**src/logic/l2w_cfg_pkg.sv**
```systemverilog
`default_nettype none

package l2w_cfg_pkg;

    // field widths of the write path.
    localparam int ADDR_W = 32;
    localparam int WORD_W = 32;
    localparam int STRB_W = WORD_W / 8;
    localparam int LEN_W  = 8;

    localparam int WORDS_PER_LINE = 4;
    localparam int LINE_W         = WORDS_PER_LINE * WORD_W;

    typedef logic [ADDR_W-1:0] addr_t;  // byte address.
    typedef logic [WORD_W-1:0] word_t;
    typedef logic [STRB_W-1:0] strb_t;  // one bit per byte lane.
    typedef logic [LEN_W-1:0]  len_t;   // beats minus one.
    typedef logic [LINE_W-1:0] line_t;  // word 0 sits in the low bits.

    // burst length codes.
    localparam len_t LINE_LEN   = len_t'(WORDS_PER_LINE - 1);
    localparam len_t SINGLE_LEN = len_t'(0);

    localparam strb_t FULL_STRB = '1;

endpackage

`default_nettype wire

```
**src/logic/l2w_bus_pkg.sv**
```systemverilog
`default_nettype none

package l2w_bus_pkg;
    import l2w_cfg_pkg::*;

    // write request as handed over by the cache.
    typedef struct packed {
        addr_t addr;
        line_t line;      // full line, or the word in bits 31:0.
        strb_t strb;      // only meaningful when uncached.
        logic  uncached;
    } l2w_req_t;

    // line hand-off from the arbiter into the buffer.
    typedef struct packed {
        addr_t base;
        line_t data;
    } line_wr_t;

    // one beat on the memory bus, address and data together.
    typedef struct packed {
        addr_t addr;
        len_t  len;
        strb_t strb;
        word_t data;
        logic  last;
    } mem_beat_t;

    typedef enum logic [1:0] {
        ARB_IDLE,
        ARB_LINE,     // line waiting for the buffer to free up.
        ARB_UC_SEND,
        ARB_UC_RESP
    } arb_state_t;

endpackage

`default_nettype wire

```
**src/logic/wr_req_intake.sv**
```systemverilog
`default_nettype none

module wr_req_intake
    import l2w_bus_pkg::*;
(
    input  wire logic     clk,
    input  wire logic     rstn,
    input  wire l2w_req_t req,
    input  wire logic     req_valid,
    output logic          req_ok,
    output l2w_req_t      held_req,
    output logic          held_valid,
    input  wire logic     held_ok
);

    logic     full;
    l2w_req_t req_q;
    logic     take;

    // req_valid is still up while req_ok is high, so skip that cycle.
    assign take = req_valid && !full && !req_ok;

    always_ff @(posedge clk or negedge rstn) begin
        if (!rstn) begin
            full   <= 1'b0;
            req_ok <= 1'b0;
        end else begin
            req_ok <= held_ok && full;  // one ack per retired request.
            if (held_ok && full) begin
                full <= 1'b0;
            end else if (take) begin
                full <= 1'b1;
            end
        end
    end

    always_ff @(posedge clk) begin
        if (take) begin
            req_q <= req;
        end
    end

    assign held_req   = req_q;
    assign held_valid = full;

endmodule

`default_nettype wire

```
**src/logic/write_arbiter.sv**
```systemverilog
`default_nettype none

module write_arbiter
    import l2w_cfg_pkg::*, l2w_bus_pkg::*;
(
    input  wire logic      clk,
    input  wire logic      rstn,
    input  wire l2w_req_t  held_req,
    input  wire logic      held_valid,
    output logic           held_ok,
    output line_wr_t       line_wr,
    output logic           line_valid,
    input  wire logic      line_ok,
    input  wire logic      line_busy,
    output logic           dma_lock,
    input  wire mem_beat_t buf_beat,
    input  wire logic      buf_valid,
    output logic           buf_ready,
    input  wire logic      buf_bready,
    output logic           buf_bvalid,
    output mem_beat_t      port_beat,
    output logic           port_valid,
    input  wire logic      port_ready,
    input  wire logic      port_bvalid,
    output logic           port_bready
);

    arb_state_t state, state_nxt;
    mem_beat_t  dir_beat;
    logic       dir_valid;
    logic       dir_ready;
    logic       dir_bready;
    logic       is_line;

    assign is_line = held_valid && !held_req.uncached;

    always_ff @(posedge clk or negedge rstn) begin
        if (!rstn) begin
            state <= ARB_IDLE;
        end else begin
            state <= state_nxt;
        end
    end

    always_comb begin
        state_nxt  = state;
        held_ok    = 1'b0;
        line_valid = 1'b0;
        dir_valid  = 1'b0;
        dir_bready = 1'b0;
        case (state)
            ARB_IDLE: begin
                if (is_line) begin
                    line_valid = 1'b1;  // hand over right away if the buffer is free.
                    held_ok    = line_ok;
                    if (!line_ok) begin
                        state_nxt = ARB_LINE;
                    end
                end else if (held_valid && !line_busy) begin
                    state_nxt = ARB_UC_SEND;  // buffer drained, order is kept.
                end
            end
            ARB_LINE: begin
                line_valid = 1'b1;
                held_ok    = line_ok;
                if (line_ok) begin
                    state_nxt = ARB_IDLE;
                end
            end
            ARB_UC_SEND: begin
                dir_valid = 1'b1;
                if (dir_ready) begin
                    state_nxt = ARB_UC_RESP;
                end
            end
            ARB_UC_RESP: begin
                dir_bready = 1'b1;
                held_ok    = port_bvalid;
                if (port_bvalid) begin
                    state_nxt = ARB_IDLE;
                end
            end
            default: state_nxt = ARB_IDLE;
        endcase
    end

    assign line_wr.base = held_req.addr;
    assign line_wr.data = held_req.line;

    assign dir_beat.addr = held_req.addr;
    assign dir_beat.len  = SINGLE_LEN;
    assign dir_beat.strb = held_req.strb;
    assign dir_beat.data = word_t'(held_req.line);  // low word of the line field.
    assign dir_beat.last = 1'b1;

    assign dma_lock = (state == ARB_UC_SEND) || (state == ARB_UC_RESP);

    // the locked side owns the beat and response channels.
    always_comb begin
        if (dma_lock) begin
            port_beat   = dir_beat;
            port_valid  = dir_valid;
            port_bready = dir_bready;
            dir_ready   = port_ready;
            buf_ready   = 1'b0;
            buf_bvalid  = 1'b0;
        end else begin
            port_beat   = buf_beat;
            port_valid  = buf_valid;
            port_bready = buf_bready;
            dir_ready   = 1'b0;
            buf_ready   = port_ready;
            buf_bvalid  = port_bvalid;
        end
    end

endmodule

`default_nettype wire

```
**src/logic/line_write_buffer.sv**
```systemverilog
`default_nettype none

module line_write_buffer
    import l2w_cfg_pkg::*, l2w_bus_pkg::*;
(
    input  wire logic     clk,
    input  wire logic     rstn,
    input  wire line_wr_t line_wr,
    input  wire logic     line_valid,
    output logic          line_ok,
    output logic          line_busy,
    input  wire logic     dma_lock,
    output mem_beat_t     buf_beat,
    output logic          buf_valid,
    input  wire logic     buf_ready,
    input  wire logic     buf_bvalid,
    output logic          buf_bready
);

    line_wr_t   line_q;
    logic       busy;
    logic       wait_resp;
    logic [1:0] beat_cnt;
    logic       last_beat;
    logic       capture;
    logic       beat_done;

    assign line_ok   = !busy;
    assign line_busy = busy;
    assign capture   = line_valid && line_ok;
    assign last_beat = beat_cnt == 2'(WORDS_PER_LINE - 1);

    // a lock only holds off the first beat, never the middle of a burst.
    assign buf_valid  = busy && !wait_resp && (beat_cnt != 2'd0 || !dma_lock);
    assign beat_done  = buf_valid && buf_ready;
    assign buf_bready = wait_resp;

    always_ff @(posedge clk or negedge rstn) begin
        if (!rstn) begin
            busy      <= 1'b0;
            wait_resp <= 1'b0;
            beat_cnt  <= 2'd0;
        end else begin
            if (capture) begin
                busy     <= 1'b1;
                beat_cnt <= 2'd0;
            end
            if (beat_done) begin
                beat_cnt <= beat_cnt + 2'd1;  // wraps to 0 after the last beat.
                if (last_beat) begin
                    wait_resp <= 1'b1;
                end
            end
            if (wait_resp && buf_bvalid) begin
                wait_resp <= 1'b0;
                busy      <= 1'b0;
            end
        end
    end

    always_ff @(posedge clk) begin
        if (capture) begin
            line_q <= line_wr;
        end
    end

    assign buf_beat.addr = line_q.base + addr_t'({beat_cnt, 2'b00});
    assign buf_beat.len  = LINE_LEN;
    assign buf_beat.strb = FULL_STRB;
    assign buf_beat.data = line_q.data[{beat_cnt, 5'd0} +: 32];
    assign buf_beat.last = last_beat;

endmodule

`default_nettype wire

```
**src/logic/axi_wr_port.sv**
```systemverilog
`default_nettype none

module axi_wr_port
    import l2w_bus_pkg::*;
(
    input  wire logic      clk,
    input  wire logic      rstn,
    input  wire mem_beat_t port_beat,
    input  wire logic      port_valid,
    output logic           port_ready,
    output logic           port_bvalid,
    input  wire logic      port_bready,
    output mem_beat_t      mem_beat,
    output logic           mem_valid,
    input  wire logic      mem_ready,
    input  wire logic      mem_bvalid,
    output logic           mem_bready
);

    mem_beat_t beat_q;
    logic      valid_q;
    logic      load;

    // free when empty or when the held beat leaves this cycle.
    assign port_ready = !valid_q || mem_ready;
    assign load       = port_valid && port_ready;

    always_ff @(posedge clk or negedge rstn) begin
        if (!rstn) begin
            valid_q <= 1'b0;
        end else if (load) begin
            valid_q <= 1'b1;
        end else if (mem_ready) begin
            valid_q <= 1'b0;
        end
    end

    always_ff @(posedge clk) begin
        if (load) begin
            beat_q <= port_beat;
        end
    end

    assign mem_beat  = beat_q;
    assign mem_valid = valid_q;

    // response goes straight to whoever owns the port.
    assign port_bvalid = mem_bvalid;
    assign mem_bready  = port_bready;

endmodule

`default_nettype wire

```
**src/logic/l2_write_path.sv**
```systemverilog
`default_nettype none

module l2_write_path
    import l2w_bus_pkg::*;
(
    input  wire logic     clk,
    input  wire logic     rstn,
    input  wire l2w_req_t req,
    input  wire logic     req_valid,
    output logic          req_ok,
    output mem_beat_t     mem_beat,
    output logic          mem_valid,
    input  wire logic     mem_ready,
    input  wire logic     mem_bvalid,
    output logic          mem_bready
);

    l2w_req_t  held_req;
    logic      held_valid;
    logic      held_ok;
    line_wr_t  line_wr;
    logic      line_valid;
    logic      line_ok;
    logic      line_busy;
    logic      dma_lock;
    mem_beat_t buf_beat;
    logic      buf_valid;
    logic      buf_ready;
    logic      buf_bvalid;
    logic      buf_bready;
    mem_beat_t port_beat;
    logic      port_valid;
    logic      port_ready;
    logic      port_bvalid;
    logic      port_bready;

    wr_req_intake u_intake (
        .clk        (clk),
        .rstn       (rstn),
        .req        (req),
        .req_valid  (req_valid),
        .req_ok     (req_ok),
        .held_req   (held_req),
        .held_valid (held_valid),
        .held_ok    (held_ok)
    );

    write_arbiter u_arbiter (
        .clk         (clk),
        .rstn        (rstn),
        .held_req    (held_req),
        .held_valid  (held_valid),
        .held_ok     (held_ok),
        .line_wr     (line_wr),
        .line_valid  (line_valid),
        .line_ok     (line_ok),
        .line_busy   (line_busy),
        .dma_lock    (dma_lock),
        .buf_beat    (buf_beat),
        .buf_valid   (buf_valid),
        .buf_ready   (buf_ready),
        .buf_bready  (buf_bready),
        .buf_bvalid  (buf_bvalid),
        .port_beat   (port_beat),
        .port_valid  (port_valid),
        .port_ready  (port_ready),
        .port_bvalid (port_bvalid),
        .port_bready (port_bready)
    );

    line_write_buffer u_buffer (
        .clk        (clk),
        .rstn       (rstn),
        .line_wr    (line_wr),
        .line_valid (line_valid),
        .line_ok    (line_ok),
        .line_busy  (line_busy),
        .dma_lock   (dma_lock),
        .buf_beat   (buf_beat),
        .buf_valid  (buf_valid),
        .buf_ready  (buf_ready),
        .buf_bvalid (buf_bvalid),
        .buf_bready (buf_bready)
    );

    axi_wr_port u_port (
        .clk         (clk),
        .rstn        (rstn),
        .port_beat   (port_beat),
        .port_valid  (port_valid),
        .port_ready  (port_ready),
        .port_bvalid (port_bvalid),
        .port_bready (port_bready),
        .mem_beat    (mem_beat),
        .mem_valid   (mem_valid),
        .mem_ready   (mem_ready),
        .mem_bvalid  (mem_bvalid),
        .mem_bready  (mem_bready)
    );

endmodule

`default_nettype wire

```
**config.mk**
```make
export PLATFORM = sky130hd
export DESIGN_NAME = l2_write_path
export DESIGN_NICKNAME = d
export VERILOG_FILES = /design/src/logic/l2w_cfg_pkg.sv /design/src/logic/l2w_bus_pkg.sv /design/src/logic/wr_req_intake.sv /design/src/logic/write_arbiter.sv /design/src/logic/line_write_buffer.sv /design/src/logic/axi_wr_port.sv /design/src/logic/l2_write_path.sv
export SDC_FILE = /design/constraint.sdc
export NUM_CORES = 1
export LEC_CHECK = 0
export ABC_AREA = 1
export BUFFER_PORTS_ARGS = -buffer_cell sky130_fd_sc_hd__buf_2
export CORE_AREA = 2 2 170 172
export DETAILED_ROUTE_END_ITERATION = 8
export DIE_AREA = 0 0 172 174
export PLACE_DENSITY = 0.88
export SYNTH_ARGS = -nofsm -noshare
export SYNTH_HDL_FRONTEND = slang
export SYNTH_SLANG_ARGS = --single-unit
```
**constraint.sdc**
```tcl
create_clock -name clk -period 10.05 [get_ports clk]
set_input_delay 2.01 -clock clk [delete_from_list [all_inputs] [get_ports clk]]
set_output_delay 2.01 -clock clk [all_outputs]
set_load 0.02 [all_outputs]
```
# After elaboration in Yosys (flattened, before gate mapping)
# Index checks and enable logic that the tools add are counted.
# W data, S select, Z words.
totals:
  latch_bits: 0
  rom_bits: 0
  ramBits: 0
  in_bits: 170
  wordCells: 91
  register_bits: 411
  out_inout_bits: 80
  mem_count: 0
classes:
  addsub: 2
  muxes: 30
  shifts: 1
  multipliers: 0
  reduce_logical: 31
  n_eq_ne: 9
  bitwise: 0
  div: 0
  n_lt_le_gt_ge: 0
op_table:
  columns: ["operator", "n"]
  rows:
  - ["$shiftx A128 B8 Y32", 1]
  - ["$mux W77", 1]
  - ["$add A32 B4 Y32", 1]
  - ["$mux W1", 18]
  - ["$mux W2", 8]
  - ["$reduce_bool A2 Y1", 7]
  - ["$logic_and A1 B1 Y1", 11]
  - ["$pmux W2 S4", 1]
  - ["$logic_not A1 Y1", 7]
  - ["$eq A2 B2 Y1 const B", 3]
  - ["$reduce_and A5 Y1", 1]
  - ["$ne A2 B2 Y1 const B", 2]
  - ["$logic_or A1 B1 Y1", 3]
  - ["$ne A3 B1 Y1 const B", 1]
  - ["$ne A3 B2 Y1 const B", 1]
  - ["$pmux W1 S3", 1]
  - ["$add A2 B1 Y2 const B", 1]
  - ["$eq A2 B1 Y1 const B", 1]
  - ["$logic_not A2 Y1", 1]
  - ["$ne A2 B1 Y1 const B", 1]
  - ["$pmux W1 S2", 1]
  - ["$reduce_and A2 Y1", 1]

# Depth between registers and ports, before layout
# Gate-level depths: netlist of the first run.
depth:
  word_depth: 8
  mapped_depth: 12
  mapped_depth_nobuf: 11

# Cells and area by module
# A second synthesis of the first run with hierarchy kept.
unflattened:
  cells_unflattened: 1267
  area_unflattened_um2: 16702.3
modules_own_cells:
  columns: ["mod", "cells_per_inst", "n_inst", "seq_area_each_um2", "area_each_um2"]
  rows:
  - ["line_write_buffer", 564, 1, 4904.7, 6885.4]
  - ["wr_req_intake", 176, 1, 5004.8, 5047.3]
  - ["write_arbiter", 442, 1, 50.0, 2397.3]
  - ["axi_wr_port", 85, 1, 2337.2, 2372.3]

# Least setup slack after synthesis of the first run
# No wires, ideal clock.
synth_path:
  path_type: "input port to flip-flop"
  startpoint: "input req_valid"
  endpoint: "register u_intake.full (netlist: u_intake.held_valid)"
  arrival_time_ps: 9589
  n_path_buf: 0
  setup_time_ps: 120
  required_ps: 9930
  cell_stages: 3
  slack_ps: 341
  path_cell_list: "nand2_1 -> nor2_1 -> o21bai_1"
synth_via:
  elab_chain_cells: 3
synth_rtl:
  columns: ["item", "line", "source"]
  rows:
  - ["start: declaration", "l2_write_path.sv:9", "input wire logic req_valid,"]
  - ["$logic_and A1 B1 Y1 (2 in a row)", "wr_req_intake.sv:21", "assign take = req_valid && !full && !req_ok;"]
  - ["via u_intake.take", "wr_req_intake.sv:18", "logic take;"]
  - ["$reduce_bool A2 Y1 (no line)", null, null]
  - ["end signal: assignment", "wr_req_intake.sv:25", "full <= 1'b0;"]
  - ["end signal: assignment", "wr_req_intake.sv:30", "full <= 1'b0;"]
  - ["end signal: assignment", "wr_req_intake.sv:32", "full <= 1'b1;"]
  - ["end: declaration", "wr_req_intake.sv:16", "logic full;"]
# The timed path passes the listed nets, and every way through them passes these cells.
# A chain may end at the register's enable or synchronous reset.

# Worst setup path after layout of the first run
layout_path:
  startpoint: "register u_arbiter.state[1]"
  endpoint: "output mem_bready"
layout_via:
  elab_chain_cells: 3
  elab_cells_between_ends: 5
  classes_between: "eq/ne (2); mux (2); reduce/logical (1)"
layout_rtl:
  columns: ["item", "line", "source"]
  rows:
  - ["start: declaration", "write_arbiter.sv:28", "arb_state_t state, state_nxt;"]
  - ["start signal: assignment", "write_arbiter.sv:41", "state <= state_nxt;"]
  - ["$eq A2 B2 Y1 (on tied branches)", "write_arbiter.sv:51, write_arbiter.sv:96", null]
  - ["$mux W1 / $logic_or A1 B1 Y1 (equally long branches)", "write_arbiter.sv:51, write_arbiter.sv:96", null]
  - ["$mux W1 *", "write_arbiter.sv:100", "if (dma_lock) begin"]
  - ["end: declaration", "l2_write_path.sv:15", "output logic mem_bready"]
# Every way passes the cells marked *; elsewhere a longest branch is shown, timed or not.

==> results_tabular.tex, run 1 <==
\begin{tabular}{lr}
\hline
Metric & Value \\
\hline
\multicolumn{2}{l}{\textbf{Outcome}} \\
Outcome & finished clean \\
\multicolumn{2}{l}{\textbf{Pwr}} \\
Part of the power in registers & 48.0\% \\
Power per unit of standard cell area & 317.6 mW/mm\^{}2 \\
Tot Pwr & 5.729 mW \\
Net Switching & 1.798 mW \\
Relative contribution of the clock network to total power & 29.0\% \\
Comb pwr share & 23.0\% \\
Switching share of total power & 31.39\% \\
Worst IR drop on VDD & approximately 0.34 mV \\
Leakage dissipation & between 6 and 7 nW \\
Power Internal & 3.931 mW \\
\multicolumn{2}{l}{\textbf{Timing}} \\
Setup\_tns & 0 ps \\
Clock Skews & 12.26 ps \\
Max Clock Freq & roughly 270 MHz \\
Number of failing hold endpoints at the final stage & 0 \\
Worst Tran Pin Value & 1085 ps \\
Final setup violation count & 0 \\
Max-slew violations & 0 \\
RSZ-0062 raised after global routing & no \\
Portion of the clock cycle consumed by the worst path in the final layout & 37.40\% \\
Time the final worst path needs with I/O delays and setup & 3759 ps \\
Headroom to the max-slew limit & roughly 28\% \\
\multicolumn{2}{l}{\textbf{Clock tree}} \\
Root buffer selected by CTS & sky130\_fd\_sc\_hd\_\_clkbuf\_16 \\
Number of buffers added for setup after CTS & 0 \\
Post-cts gate resize count & 0 \\
Clock tree from TritonCTS & built \\
CTS H-Tree Depth & 2 \\
CTS Buf Count & 40 \\
Clock sink total & around 400 \\
Worst-skew pair later-pin latency & 540 ps \\
Clock slew at reported path FFs & 60 ps \\
Number of buffers added to fix hold violations after cts & 0 \\
Deepest clock path buffer count & 3 \\
\multicolumn{2}{l}{\textbf{Run}} \\
Max Cap Viol & 0 \\
\multicolumn{2}{l}{\textbf{Logic synthesis}} \\
Total of warnings raised by yosys & 0 \\
Cell Area, Synth & 0.01493 mm\^{}2 \\
Multiplexer fraction of the synthesized cell area & 0\% \\
Main area contributors after synthesis & sky130\_fd\_sc\_hd\_\_edfxtp\_1 79\%, sky130\_fd\_sc\_hd\_\_nor2\_1 5.2\%, sky130\_fd\_sc\_hd\_\_nand2\_1 4.1\% \\
Sequential element share of the synthesized area & 80.93\% \\
Biggest area consumer among synthesized cells & sky130\_fd\_sc\_hd\_\_edfxtp\_1 \\
Synthesis-stage register bit count & 404 \\
Largest family of logic cells by synthesized area & simple AND/OR/NAND/NOR gates \\
Average cell area after synthesis & $\sim$14 um\^{}2 \\
Synth Area in Compound Gates & 4.424\% \\
Number of instances in the synthesized netlist & 1041 \\
Fraction of synthesized cell area taken by the top area cell type & 79.42\% \\
Xor and xnor fraction of the mapped netlist area & less than 1\% \\
Adder and majority gate portion of the synthesized area & 0.4692\% \\
Synth unique cells & 30 \\
Area share of and/or/nand/nor cells after synthesis & 11.09\% \\
\multicolumn{2}{l}{\textbf{Worst setup path}} \\
Data arrival time of the critical path & 1750 ps \\
Type of destination of the critical path & output port \\
Highest net fanout along the worst path & 49 \\
Cell with the largest stage delay on the worst path & sky130\_fd\_sc\_hd\_\_buf\_4 \\
Required time at the endpoint of the critical path & 8040 ps \\
Slowest stage delay, CP & 420 ps \\
Worst Setup Start Kind & flip-flop \\
Setup CP Type & reg2out \\
Cell chain of the critical path & buf\_4, nand2\_1, o21ai\_0, buf\_2 \\
\multicolumn{2}{l}{\textbf{Cells and area}} \\
Synthesis-to-layout area growth & 20.79\% \\
Non-Filler Cell Area, Final & 0.01804 mm\^{}2 \\
Final instance count without filler cells & 1712 \\
Nets@finish & around 1500 \\
Layout cell share with drive strength beyond 1 & 25.23\% \\
\multicolumn{2}{l}{\textbf{Placement}} \\
Placed cell area & between 0.015 and 0.02 mm\^{}2 \\
Number of instances in the placed design & 1637 \\
Routability congestion estimate from global placement & 0.8581 \\
Port Buffer Count & between 200 and 250 \\
Sum of net half-perimeters after detailed placement & 18190 um \\
\multicolumn{2}{l}{\textbf{Global routing}} \\
Global-route wire length before repair & 46020 um \\
Via count of the first global-routing pass & between 8000 and 9000 \\
GR Util All Layers & around 20\% \\
Number of antenna violations at the first check in global routing & 8 \\
Pin count of the biggest net entering global routing & 167 \\
Remaining Overflow, GRT & 0 \\
\multicolumn{2}{l}{\textbf{Worst hold path}} \\
Worst hold-check path type & reg2reg \\
\multicolumn{2}{l}{\textbf{Floorplan}} \\
DIE AREA & 0.02993 mm\^{}2 \\
I/O pins & 250 \\
Std cell rows & just over 60 \\
Vertical die dimension & 174 um \\
Starting Density & 52.89\% \\
Placeable core region & between 0.02 and 0.03 mm\^{}2 \\
Die Width & 172 um \\
\multicolumn{2}{l}{\textbf{Detailed routing}} \\
Average detailed-routed wire length per instance & 17.69 um \\
Antenna violation net count after detailed routing & 0 \\
DR pass1 iterations & 7 \\
Routed vias & 8884 \\
Final routed wirelength across all metal layers & 30280 um \\
Via density per instance & between 5 and 6 \\
Number of DRC markers in iteration 0 & 981 \\
Post-route DRC & 0 \\
\hline
\end{tabular}
-- sequential cells by signal, indices dropped and copies added, names as in the netlist --
| name | count |
|---|---|
| u_buffer.beat_cnt | 2 |
| u_port.mem_valid | 1 |
| u_intake.req_ok | 1 |
| u_arbiter.state | 2 |
| u_buffer.line_q | 160 |
| u_intake.held_req | 165 |
| u_port.mem_beat | 70 |
| u_intake.held_valid | 1 |
| u_buffer.line_busy | 1 |
| u_buffer.buf_bready | 1 |
-- cell type report --
| cell class | instances | area, um^2 |
|---|---|---|
| antenna | 4 | 10.01 |
| clock buffer | 45 | 1041 |
| clock inverter | 26 | 442.9 |
| fill | 2024 | 10200 |
| inverter | 43 | 162.7 |
| multi-input combinational | 556 | 2520 |
| sequential | 404 | 12090 |
| tap | 384 | 480.5 |
| timing repair buffer | 250 | 1294 |
-- critical path: cells and delay by family, from the launching register on --
kind	cells	cell delay (ps)
DFF	1	330
AOI/OAI and AO/OA	1	110
and+or+nand+nor	1	150
buffers and inverters	2	610
-- placed cells by master, fill, tap and decap left out, types with 2 or more instances in the layout --
master | Yosys | layout
sky130_fd_sc_hd__dfrtp_1 | 9 | 7
sky130_fd_sc_hd__nand2_1 | 163 | 163
sky130_fd_sc_hd__inv_16 | 0 | 2
sky130_fd_sc_hd__clkinvlp_4 | 0 | 2
sky130_fd_sc_hd__buf_12 | 0 | 2
sky130_fd_sc_hd__ha_1 | 4 | 4
sky130_fd_sc_hd__buf_2 | 16 | 243
sky130_fd_sc_hd__o21ai_1 | 7 | 7
sky130_fd_sc_hd__buf_4 | 7 | 5
sky130_fd_sc_hd__or2_2 | 8 | 8
sky130_fd_sc_hd__o21ai_0 | 73 | 73
sky130_fd_sc_hd__nor2_4 | 5 | 7
sky130_fd_sc_hd__o21bai_1 | 3 | 3
sky130_fd_sc_hd__bufinv_16 | 0 | 11
sky130_fd_sc_hd__diode_2 | 0 | 4
sky130_fd_sc_hd__a21oi_1 | 3 | 3
sky130_fd_sc_hd__clkinv_1 | 1 | 5
sky130_fd_sc_hd__clkinv_2 | 0 | 6
sky130_fd_sc_hd__nor2_1 | 205 | 203
sky130_fd_sc_hd__xor2_1 | 9 | 9
sky130_fd_sc_hd__clkinv_4 | 0 | 2
sky130_fd_sc_hd__clkbuf_16 | 0 | 41
sky130_fd_sc_hd__inv_1 | 40 | 40
sky130_fd_sc_hd__conb_1 | 1 | 6
sky130_fd_sc_hd__dfrtp_2 | 0 | 2
sky130_fd_sc_hd__clkbuf_1 | 19 | 4
sky130_fd_sc_hd__nand3_1 | 29 | 29
sky130_fd_sc_hd__edfxtp_1 | 395 | 395
sky130_fd_sc_hd__a31oi_1 | 33 | 33
-- final timing paths --
check | end | slack [ps] | from | depth (start not counted)
min | u_buffer.line_q[124] | 410 | u_intake.held_req[129] | 0
max reg2reg | u_port.mem_beat[73] | 7260 | u_buffer.beat_cnt[1] | 10
max | mem_bready | 6290 | u_arbiter.state[1] | 4
max in group asynchronous | u_buffer.beat_cnt[1] | 8520 | rstn | 1
min reg2reg | u_buffer.line_q[124] | 410 | u_intake.held_req[129] | 0
min in group asynchronous | u_intake.req_ok | 1320 | rstn | 1
-- synthesized netlist by cell type --
cell,count
sky130_fd_sc_hd__edfxtp_1,395
sky130_fd_sc_hd__nor2_1,205
sky130_fd_sc_hd__nand2_1,163
sky130_fd_sc_hd__o21ai_0,73
sky130_fd_sc_hd__inv_1,40
sky130_fd_sc_hd__a31oi_1,33
sky130_fd_sc_hd__nand3_1,29
sky130_fd_sc_hd__clkbuf_1,19
sky130_fd_sc_hd__buf_2,16
sky130_fd_sc_hd__dfrtp_1,9
sky130_fd_sc_hd__xor2_1,9
sky130_fd_sc_hd__or2_2,8
sky130_fd_sc_hd__buf_4,7
sky130_fd_sc_hd__o21ai_1,7
sky130_fd_sc_hd__nor2_4,5
sky130_fd_sc_hd__ha_1,4
sky130_fd_sc_hd__a21oi_1,3
sky130_fd_sc_hd__o21bai_1,3
sky130_fd_sc_hd__inv_2,2
sky130_fd_sc_hd__buf_1,1
sky130_fd_sc_hd__clkinv_1,1
sky130_fd_sc_hd__conb_1,1
sky130_fd_sc_hd__fa_1,1
sky130_fd_sc_hd__nand2_2,1
sky130_fd_sc_hd__nand4_1,1
sky130_fd_sc_hd__nor3_1,1
sky130_fd_sc_hd__o211ai_1,1
sky130_fd_sc_hd__o21ai_2,1
sky130_fd_sc_hd__or2_0,1
sky130_fd_sc_hd__xnor2_1,1
-- through the flow --
step | setup slack [ps] | util [%] | hold WS [ps]
3_5_place_dp | 6561 | 58.60 | 404.5
5_1_grt | 6157 | 63.88 | 423.7
4_1_cts | 6259 | 63.85 | 415.7
2_1_floorplan | 341.4 | - | 400.3
6_report | 6291 | 63.89 | 411.2
3_3_place_gp | 6587 | 58.60 | 401.5
-- layer usage --
layer	GRT usage, %	share of wire [%]	up-vias	wire length, um
met5	0	0.17	-	51
met4	7.458	2.7	8	809
met2	34.07	50	431	15280
li1	-	-	4170	-
met3	4.918	8.9	70	2688
met1	25.43	38	4205	11460
-- cell families (layout without fill, tap and decap cells) --
group	Yosys count	count (layout)
flip-flops	404	404
XOR/XNOR	10	10
buffers and inverters	86	364
adder cells (fa/ha/maj)	5	5
AO/OA/AOI/OAI	121	121
AND/OR/NAND/NOR	414	414
other	1	10
-- power by group through the flow --
stage          combinational [mW]  clock (mW)  sequential [mW]
2_1_floorplan               0.702           0             2.98
3_3_place_gp                 1.27           0             2.76
3_5_place_dp                 1.32           0             2.78
4_1_cts                      1.33        1.69             2.75
5_1_grt                      1.47        1.75             2.79
6_report                     1.32        1.66             2.75
Note: power is estimated with default switching activity, not from simulation.
==> inputs of run 2 (changes only) <==
==> constraint.sdc (replaced) <==
create_clock -name clk -period 3.7 [get_ports clk]
set_input_delay 0.74 -clock clk [delete_from_list [all_inputs] [get_ports clk]]
set_output_delay 0.74 -clock clk [all_outputs]
set_load 0.02 [all_outputs]
==> results_tabular.tex, run 2 (synthesis results as in run 1) <==
\begin{tabular}{lr}
\hline
Metric & Value \\
\hline
\multicolumn{2}{l}{\textbf{Pwr}} \\
Worst IR drop on VDD & 0.5638 mV \\
Power per unit of standard cell area & 845.7 mW/mm\^{}2 \\
Tot Pwr & 15.21 mW \\
Leakage dissipation & roughly 6.8 nW \\
\multicolumn{2}{l}{\textbf{Worst setup path}} \\
Worst Setup Start Kind & flip-flop \\
Required time at the endpoint of the critical path & 3990 ps \\
Critical path launch point & u\_buffer.beat\_cnt[0] \\
Type of destination of the critical path & flip-flop \\
R2r startpoint & u\_buffer.beat\_cnt[0] \\
Cell chain of the critical path & ha\_1, inv\_1, fa\_1, nor2\_4, nand2\_2, nor2\_4, nand2\_1, nand2\_1, nand2\_1, nand2\_1, nand2\_1 \\
Slowest stage delay, CP & 700 ps \\
Data arrival time of the critical path & 2750 ps \\
Highest net fanout along the worst path & 24 \\
Cell with the largest stage delay on the worst path & sky130\_fd\_sc\_hd\_\_dfrtp\_2 \\
Setup CP Type & reg2reg \\
Dominant cell type by count on the critical path & sky130\_fd\_sc\_hd\_\_nand2\_1 \\
\multicolumn{2}{l}{\textbf{Clock tree}} \\
CTS Buf Count & 42 \\
Clock slew at reported path FFs & 60 ps \\
CTS H-Tree Depth & 2 \\
Worst-skew pair later-pin latency & $\sim$540 ps \\
Post-cts gate resize count & 0 \\
Clock sink total & 404 \\
Number of buffers added to fix hold violations after cts & 0 \\
Number of buffers added for setup after CTS & 0 \\
Deepest clock path buffer count & 3 \\
Clock tree from TritonCTS & built \\
Root buffer selected by CTS & sky130\_fd\_sc\_hd\_\_clkbuf\_16 \\
\multicolumn{2}{l}{\textbf{Global routing}} \\
Remaining Overflow, GRT & 0 \\
Number of antenna violations at the first check in global routing & 2 \\
Via count of the first global-routing pass & 9126 \\
Global-route wire length before repair & $\sim$47000 um \\
GR Util All Layers & between 20\% and 30\% \\
Pin count of the biggest net entering global routing & a little under 100 \\
\multicolumn{2}{l}{\textbf{Cells and area}} \\
Area taken by multi-input logic gates & 0.002522 mm\^{}2 \\
Layout cell share with drive strength beyond 1 & 25.21\% \\
Area taken by flip-flops and latches & 0.01209 mm\^{}2 \\
Number of filler instances in the final layout & around 2000 \\
Utilization of the core after routing & a little under two thirds \\
Most common cell after layout, fill and taps aside & sky130\_fd\_sc\_hd\_\_edfxtp\_1 \\
Synthesis-to-layout area growth & 20.46\% \\
Nets@finish & 1478 \\
Max reg flops & 165 \\
Commonest cells after routing, fill and taps aside & 395 x sky130\_fd\_sc\_hd\_\_edfxtp\_1, 243 x sky130\_fd\_sc\_hd\_\_buf\_2, 203 x sky130\_fd\_sc\_hd\_\_nor2\_1 \\
\multicolumn{2}{l}{\textbf{Timing}} \\
Max-slew violations & 0 \\
Worst Tran Pin Value & 1071 ps \\
Clock Skews & 19.08 ps \\
RSZ-0062 raised after global routing & no \\
Final Hold Slack & 58.41 ps \\
Max Clock Freq & 405.8 MHz \\
Headroom to the max-slew limit & roughly 29\% \\
Final setup violation count & 0 \\
Portion of the clock cycle consumed by the worst path in the final layout & about two thirds \\
Time the final worst path needs with I/O delays and setup & 2464 ps \\
Final worst slack & 1236 ps \\
Number of failing hold endpoints at the final stage & 0 \\
\multicolumn{2}{l}{\textbf{Detailed routing}} \\
Average detailed-routed wire length per instance & 17.90 um \\
Post-route DRC & 0 \\
Antenna violation net count after detailed routing & 0 \\
Routed vias & 8991 \\
Final routed wirelength across all metal layers & 30820 um \\
DR pass1 iterations & 7 \\
Number of DRC markers in iteration 0 & 875 \\
Via density per instance & about 5.2 \\
\multicolumn{2}{l}{\textbf{Floorplan}} \\
I/O pins & between 200 and 300 \\
Die Width & 172 um \\
Placeable core region & 0.02824 mm\^{}2 \\
Std cell rows & 62 \\
DIE AREA & 0.02993 mm\^{}2 \\
Vertical die dimension & 174 um \\
Starting Density & 52.89\% \\
\multicolumn{2}{l}{\textbf{Placement}} \\
Place WS & 1206 ps \\
Routability congestion estimate from global placement & 0.8864 \\
Port Buffer Count & 243 \\
Sum of net half-perimeters after detailed placement & between 15000 and 20000 um \\
\multicolumn{2}{l}{\textbf{Outcome}} \\
Outcome & finished clean \\
\multicolumn{2}{l}{\textbf{Run}} \\
Max Cap Viol & 0 \\
\multicolumn{2}{l}{\textbf{Worst hold path}} \\
Worst hold-check path type & in2async \\
\hline
\end{tabular}
-- run 2: cell types whose count changed in the layout (fill, tap and decap cells not counted), sizes merged --
cell,previous run,this run
clkbuf,45,49
clkinvlp,2,1
diode,4,1
bufinv,11,3
buf,250,256
clkinv,13,25
-- run 2: layout make-up --
class | count | share of cell area (%)
multi-input cells | 556 | 14.02
inverters | 43 | 0.9042
repair buffers | 256 | 7.581
well taps | 384 | 2.671
clock buffers | 49 | 6.107
diodes | 1 | 0.01391
flip-flops and latches | 404 | 67.20
clock inverters | 29 | 1.502
-- run 2: final timing paths --
check / to / slack [ps] / cells past startpoint
worst min-delay path: u_port.mem_valid / 60 / 1
max in group asynchronous: u_buffer.beat_cnt[1] / 3430 / 1
worst max register to register: u_port.mem_beat[73] / 1240 / 11
min in group clk: u_intake.held_req[41] / 370 / 1
worst max-delay path: u_port.mem_beat[73] / 1240 / 11
worst min register to register: u_buffer.line_q[40] / 410 / 0
-- run 2: metal layers --
| metal | GRT usage (%) | wire length (um) | vias to the layer above |
|---|---|---|---|
| met2 | 34.82 | 15350 | 439 |
| met3 | 4.645 | 2522 | 65 |
| met1 | 25.54 | 11970 | 4290 |
| met4 | 8.053 | 976 | 0 |
| li1 | - | - | 4197 |
| met5 | 0 | 0 | - |
-- run 2: critical path, delay by kind of cell, from the launching register on --
kind,cells,cell delay (ps)
AND/OR/NAND/NOR,8,760
flip-flops,1,700
adder cells (fa/ha/maj),2,700
buffers and inverters,1,60
-- run 2: metrics by stage --
step / cell area, um^2 / instances / setup TNS, ps
2_1_floorplan: 14970 / 1046 / -101.1
3_3_place_gp: 16620 / 1643 / 0
3_5_place_dp: 16620 / 1643 / 0
4_1_cts: 17990 / 1721 / 0
5_1_grt: 17990 / 1721 / 0
6_report: 17990 / 1722 / 0
-- run 2: report_power, final --
group / internal, mW / total [mW] / switching, mW
logic: 1.01 / 3.67 / 2.67
registers: 6.89 / 7.45 / 0.567
clock network: 2.36 / 4.09 / 1.72
==> inputs of run 3 (changes only) <==
--- a/config.mk
+++ b/config.mk
@@ -5,12 +5,12 @@
 export SDC_FILE = /design/constraint.sdc
 export NUM_CORES = 1
 export LEC_CHECK = 0
-export ABC_AREA = 1
+export ABC_AREA = 0
 export BUFFER_PORTS_ARGS = -buffer_cell sky130_fd_sc_hd__buf_2
-export CORE_AREA = 2 2 170 172
+export CORE_AREA = 2 2 174 176
 export DETAILED_ROUTE_END_ITERATION = 8
-export DIE_AREA = 0 0 172 174
-export PLACE_DENSITY = 0.88
+export DIE_AREA = 0 0 176 178
+export PLACE_DENSITY = 0.87
 export SYNTH_ARGS = -nofsm -noshare
 export SYNTH_HDL_FRONTEND = slang
 export SYNTH_SLANG_ARGS = --single-unit
==> constraint.sdc (replaced) <==
create_clock -name clk -period 2 [get_ports clk]
set_input_delay 0.4 -clock clk [delete_from_list [all_inputs] [get_ports clk]]
set_output_delay 0.4 -clock clk [all_outputs]
set_load 0.02 [all_outputs]
==> results_tabular.tex, run 3 <==
\begin{tabular}{lr}
\hline
Metric & Value \\
\hline
\multicolumn{2}{l}{\textbf{Clock tree}} \\
Deepest clock path buffer count & 3 \\
CTS Buf Count & 39 \\
Clock sink total & between 400 and 500 \\
Root buffer selected by CTS & sky130\_fd\_sc\_hd\_\_clkbuf\_16 \\
Clock slew at reported path FFs & 60 ps \\
Worst-skew pair later-pin latency & between 500 and 600 ps \\
CTS H-Tree Depth & 2 \\
Clock tree from TritonCTS & built \\
\multicolumn{2}{l}{\textbf{Timing}} \\
Final worst slack & -390.0 ps \\
Max Clock Freq & 418.4 MHz \\
Portion of the clock cycle consumed by the worst path in the final layout & 119.5\% \\
Max-slew violations & 0 \\
Time the final worst path needs with I/O delays and setup & 2390 ps \\
Final Hold Slack & 49.09 ps \\
Headroom to the max-slew limit & between 40\% and 50\% \\
Number of failing hold endpoints at the final stage & 0 \\
Final setup violation count & 26 \\
Clock Skews & 12.97 ps \\
RSZ-0062 raised after global routing & yes \\
Worst Tran Pin Value & $\sim$800 ps \\
\multicolumn{2}{l}{\textbf{Floorplan}} \\
Starting Density & $\sim$50\% \\
Placeable core region & 0.02940 mm\^{}2 \\
Vertical die dimension & around 180 um \\
I/O pins & 250 \\
DIE AREA & 0.03133 mm\^{}2 \\
Die Width & between 150 and 200 um \\
Std cell rows & 63 \\
\multicolumn{2}{l}{\textbf{Worst hold path}} \\
Worst hold-check path type & in2reg \\
\multicolumn{2}{l}{\textbf{Logic synthesis}} \\
Xor and xnor fraction of the mapped netlist area & less than 1\% \\
Cell Area, Synth & 0.01459 mm\^{}2 \\
Biggest area consumer among synthesized cells & sky130\_fd\_sc\_hd\_\_edfxtp\_1 \\
Adder and majority gate portion of the synthesized area & 0.4801\% \\
Async set-reset flop share out of synthesis & about 2.2\% \\
Number of instances in the synthesized netlist & 768 \\
Fraction of synthesized cell area taken by the top area cell type & 81.28\% \\
Synthesis-stage register bit count & between 400 and 500 \\
Synth unique cells & 49 \\
Sequential element share of the synthesized area & roughly 83\% \\
Largest family of logic cells by synthesized area & simple AND/OR/NAND/NOR gates \\
Number of flops mapped to enable cells by yosys & between 300 and 400 \\
Total of warnings raised by yosys & 0 \\
Area share of and/or/nand/nor cells after synthesis & slightly below 7\% \\
Average cell area after synthesis & 19.00 um\^{}2 \\
Most common flop cell mapped by yosys & sky130\_fd\_sc\_hd\_\_edfxtp\_1 \\
Main area contributors after synthesis & sky130\_fd\_sc\_hd\_\_edfxtp\_1 81\%, sky130\_fd\_sc\_hd\_\_mux4\_2 4.9\%, sky130\_fd\_sc\_hd\_\_nand2\_1 3.2\% \\
Synth cell count leaders & 395 x sky130\_fd\_sc\_hd\_\_edfxtp\_1, 126 x sky130\_fd\_sc\_hd\_\_nand2\_1, 32 x sky130\_fd\_sc\_hd\_\_mux4\_2 \\
Synth Area in Compound Gates & 2.298\% \\
Multiplexer fraction of the synthesized cell area & around 5.2\% \\
Most frequent cell after synthesis & sky130\_fd\_sc\_hd\_\_edfxtp\_1 \\
\multicolumn{2}{l}{\textbf{Detailed routing}} \\
Post-route DRC & 0 \\
Final routed wirelength across all metal layers & 28530 um \\
Number of DRC markers in iteration 0 & approximately 500 \\
Routed vias & 7804 \\
Average detailed-routed wire length per instance & roughly 19 um \\
DR pass1 iterations & 5 \\
Antenna violation net count after detailed routing & 0 \\
Via density per instance & approximately 5.2 \\
\multicolumn{2}{l}{\textbf{Worst setup path}} \\
Critical Path Sink & u\_port.mem\_beat[65] \\
Worst Setup Start Kind & flip-flop \\
CP bufs+invs & 1 \\
Required time at the endpoint of the critical path & 2380 ps \\
Cell chain of the critical path & ha\_4, inv\_2, fa\_2, and4b\_1, or4b\_4, or4\_1, nand3\_1 \\
Highest net fanout along the worst path & 6 \\
Type of destination of the critical path & flip-flop \\
Slowest stage delay, CP & 500 ps \\
Data arrival time of the critical path & between 2000 and 3000 ps \\
Setup slack on the worst flop-to-flop path & -390 ps \\
Critical path launch point & u\_buffer.beat\_cnt[0] \\
Cell with the largest stage delay on the worst path & sky130\_fd\_sc\_hd\_\_or4b\_4 \\
Crit path max-delay family & simple AND/OR/NAND/NOR gates \\
Worst R2R Path Depth & 7 \\
Instance count on the critical path & 7 \\
R2r startpoint & u\_buffer.beat\_cnt[0] \\
R2r endpoint & u\_port.mem\_beat[65] \\
Setup CP Type & reg2reg \\
\multicolumn{2}{l}{\textbf{Outcome}} \\
Violations in the final reports & negative setup slack \\
Outcome & finished, violations left \\
\multicolumn{2}{l}{\textbf{Pwr}} \\
Tot Pwr & 26.09 mW \\
Leakage dissipation & 6.458 nW \\
Worst IR drop on VDD & 0.8553 mV \\
Power per unit of standard cell area & 1446 mW/mm\^{}2 \\
\multicolumn{2}{l}{\textbf{Global routing}} \\
Remaining Overflow, GRT & 0 \\
Number of antenna violations at the first check in global routing & 4 \\
Pin count of the biggest net entering global routing & 72 \\
GR Util All Layers & between 10\% and 20\% \\
Global-route wire length before repair & 42730 um \\
Via count of the first global-routing pass & $\sim$8000 \\
\multicolumn{2}{l}{\textbf{Cells and area}} \\
Nets@finish & 1247 \\
Layout cell share with drive strength beyond 1 & 37.48\% \\
Most common cell after layout, fill and taps aside & sky130\_fd\_sc\_hd\_\_edfxtp\_1 \\
Commonest cells after routing, fill and taps aside & 395 x sky130\_fd\_sc\_hd\_\_edfxtp\_1, 242 x sky130\_fd\_sc\_hd\_\_buf\_2, 126 x sky130\_fd\_sc\_hd\_\_nand2\_1 \\
Synthesis-to-layout area growth & 23.59\% \\
Max reg flops & roughly 170 \\
Non-Filler Cell Area, Final & approximately 0.018 mm\^{}2 \\
\multicolumn{2}{l}{\textbf{Placement}} \\
Placed cell area & between 0.015 and 0.02 mm\^{}2 \\
Routability congestion estimate from global placement & about 0.82 \\
Sum of net half-perimeters after detailed placement & 18850 um \\
Port Buffer Count & 243 \\
\multicolumn{2}{l}{\textbf{Run}} \\
Max Cap Viol & 0 \\
\hline
\end{tabular}
-- run 3: through the flow --
stage,TNS [ps],util (%),setup slack (ps),cells
6_report,-2047,61.34,-390.0,1495
3_3_place_gp,-1700,56.57,-426.7,1413
2_1_floorplan,-1073820,-,-3200,773
3_5_place_dp,-3552,56.57,-503.2,1413
5_1_grt,-6675,61.34,-447.3,1495
4_1_cts,-3478,60.99,-359.9,1487
-- run 3: cells by family (layout without fill, tap and decap cells) --
family	Yosys count	after routing
and+or+nand+nor	208	210
other	1	9
buffers and inverters	46	373
adders and majority gates	5	5
DFF	404	404
AOI/OAI and AO/OA	56	56
xor gates and xnor gates	13	13
muxes	35	35
-- run 3: cell type report --
cell class / count / area, um^2
flip-flops and latches: 404 / 12090
fillers: 2042 / 11370
diodes: 3 / 7.507
multi-input cells: 325 / 2432
clock buffers: 44 / 1016
repair buffers: 290 / 1728
well taps: 390 / 488.0
inverters: 12 / 47.55
clock inverters: 27 / 225.2
-- run 3: routing by layer --
metal  wire length, um  GRT usage [%]
met1             10960          22.30
met2             15000          31.40
met3              1591          3.261
met5                13              0
met4               958          7.438
-- run 3: repair_timing --
item	in CTS	in global routing
hold endpoints to repair	9	0
buffers inserted	3	5
pin swaps	6	11
setup endpoints to repair	48	53
gates cloned	0	2
gates resized for setup	8	12
hold buffers	1	0
-- run 3: report_power, final --
part	total [mW]	switching, mW	internal (mW)
combinational	6.12	3.82	2.30
clock	7.06	3.00	4.06
sequential	12.9	0.747	12.2
-- run 3: worst min-delay path by stage --
stage	startpoint	endpoint	slack [ps]	depth (start not counted)
6_report	req[73]	u_intake.held_req[73]	50	1
5_1_grt	req[92]	u_intake.held_req[92]	20	1
4_1_cts	req[73]	u_intake.held_req[73]	30	1
3_5_place_dp	rstn	u_intake.held_valid	270	1
3_3_place_gp	rstn	u_port.mem_valid	270	1
2_1_floorplan	rstn	u_arbiter.state[0]	100	0
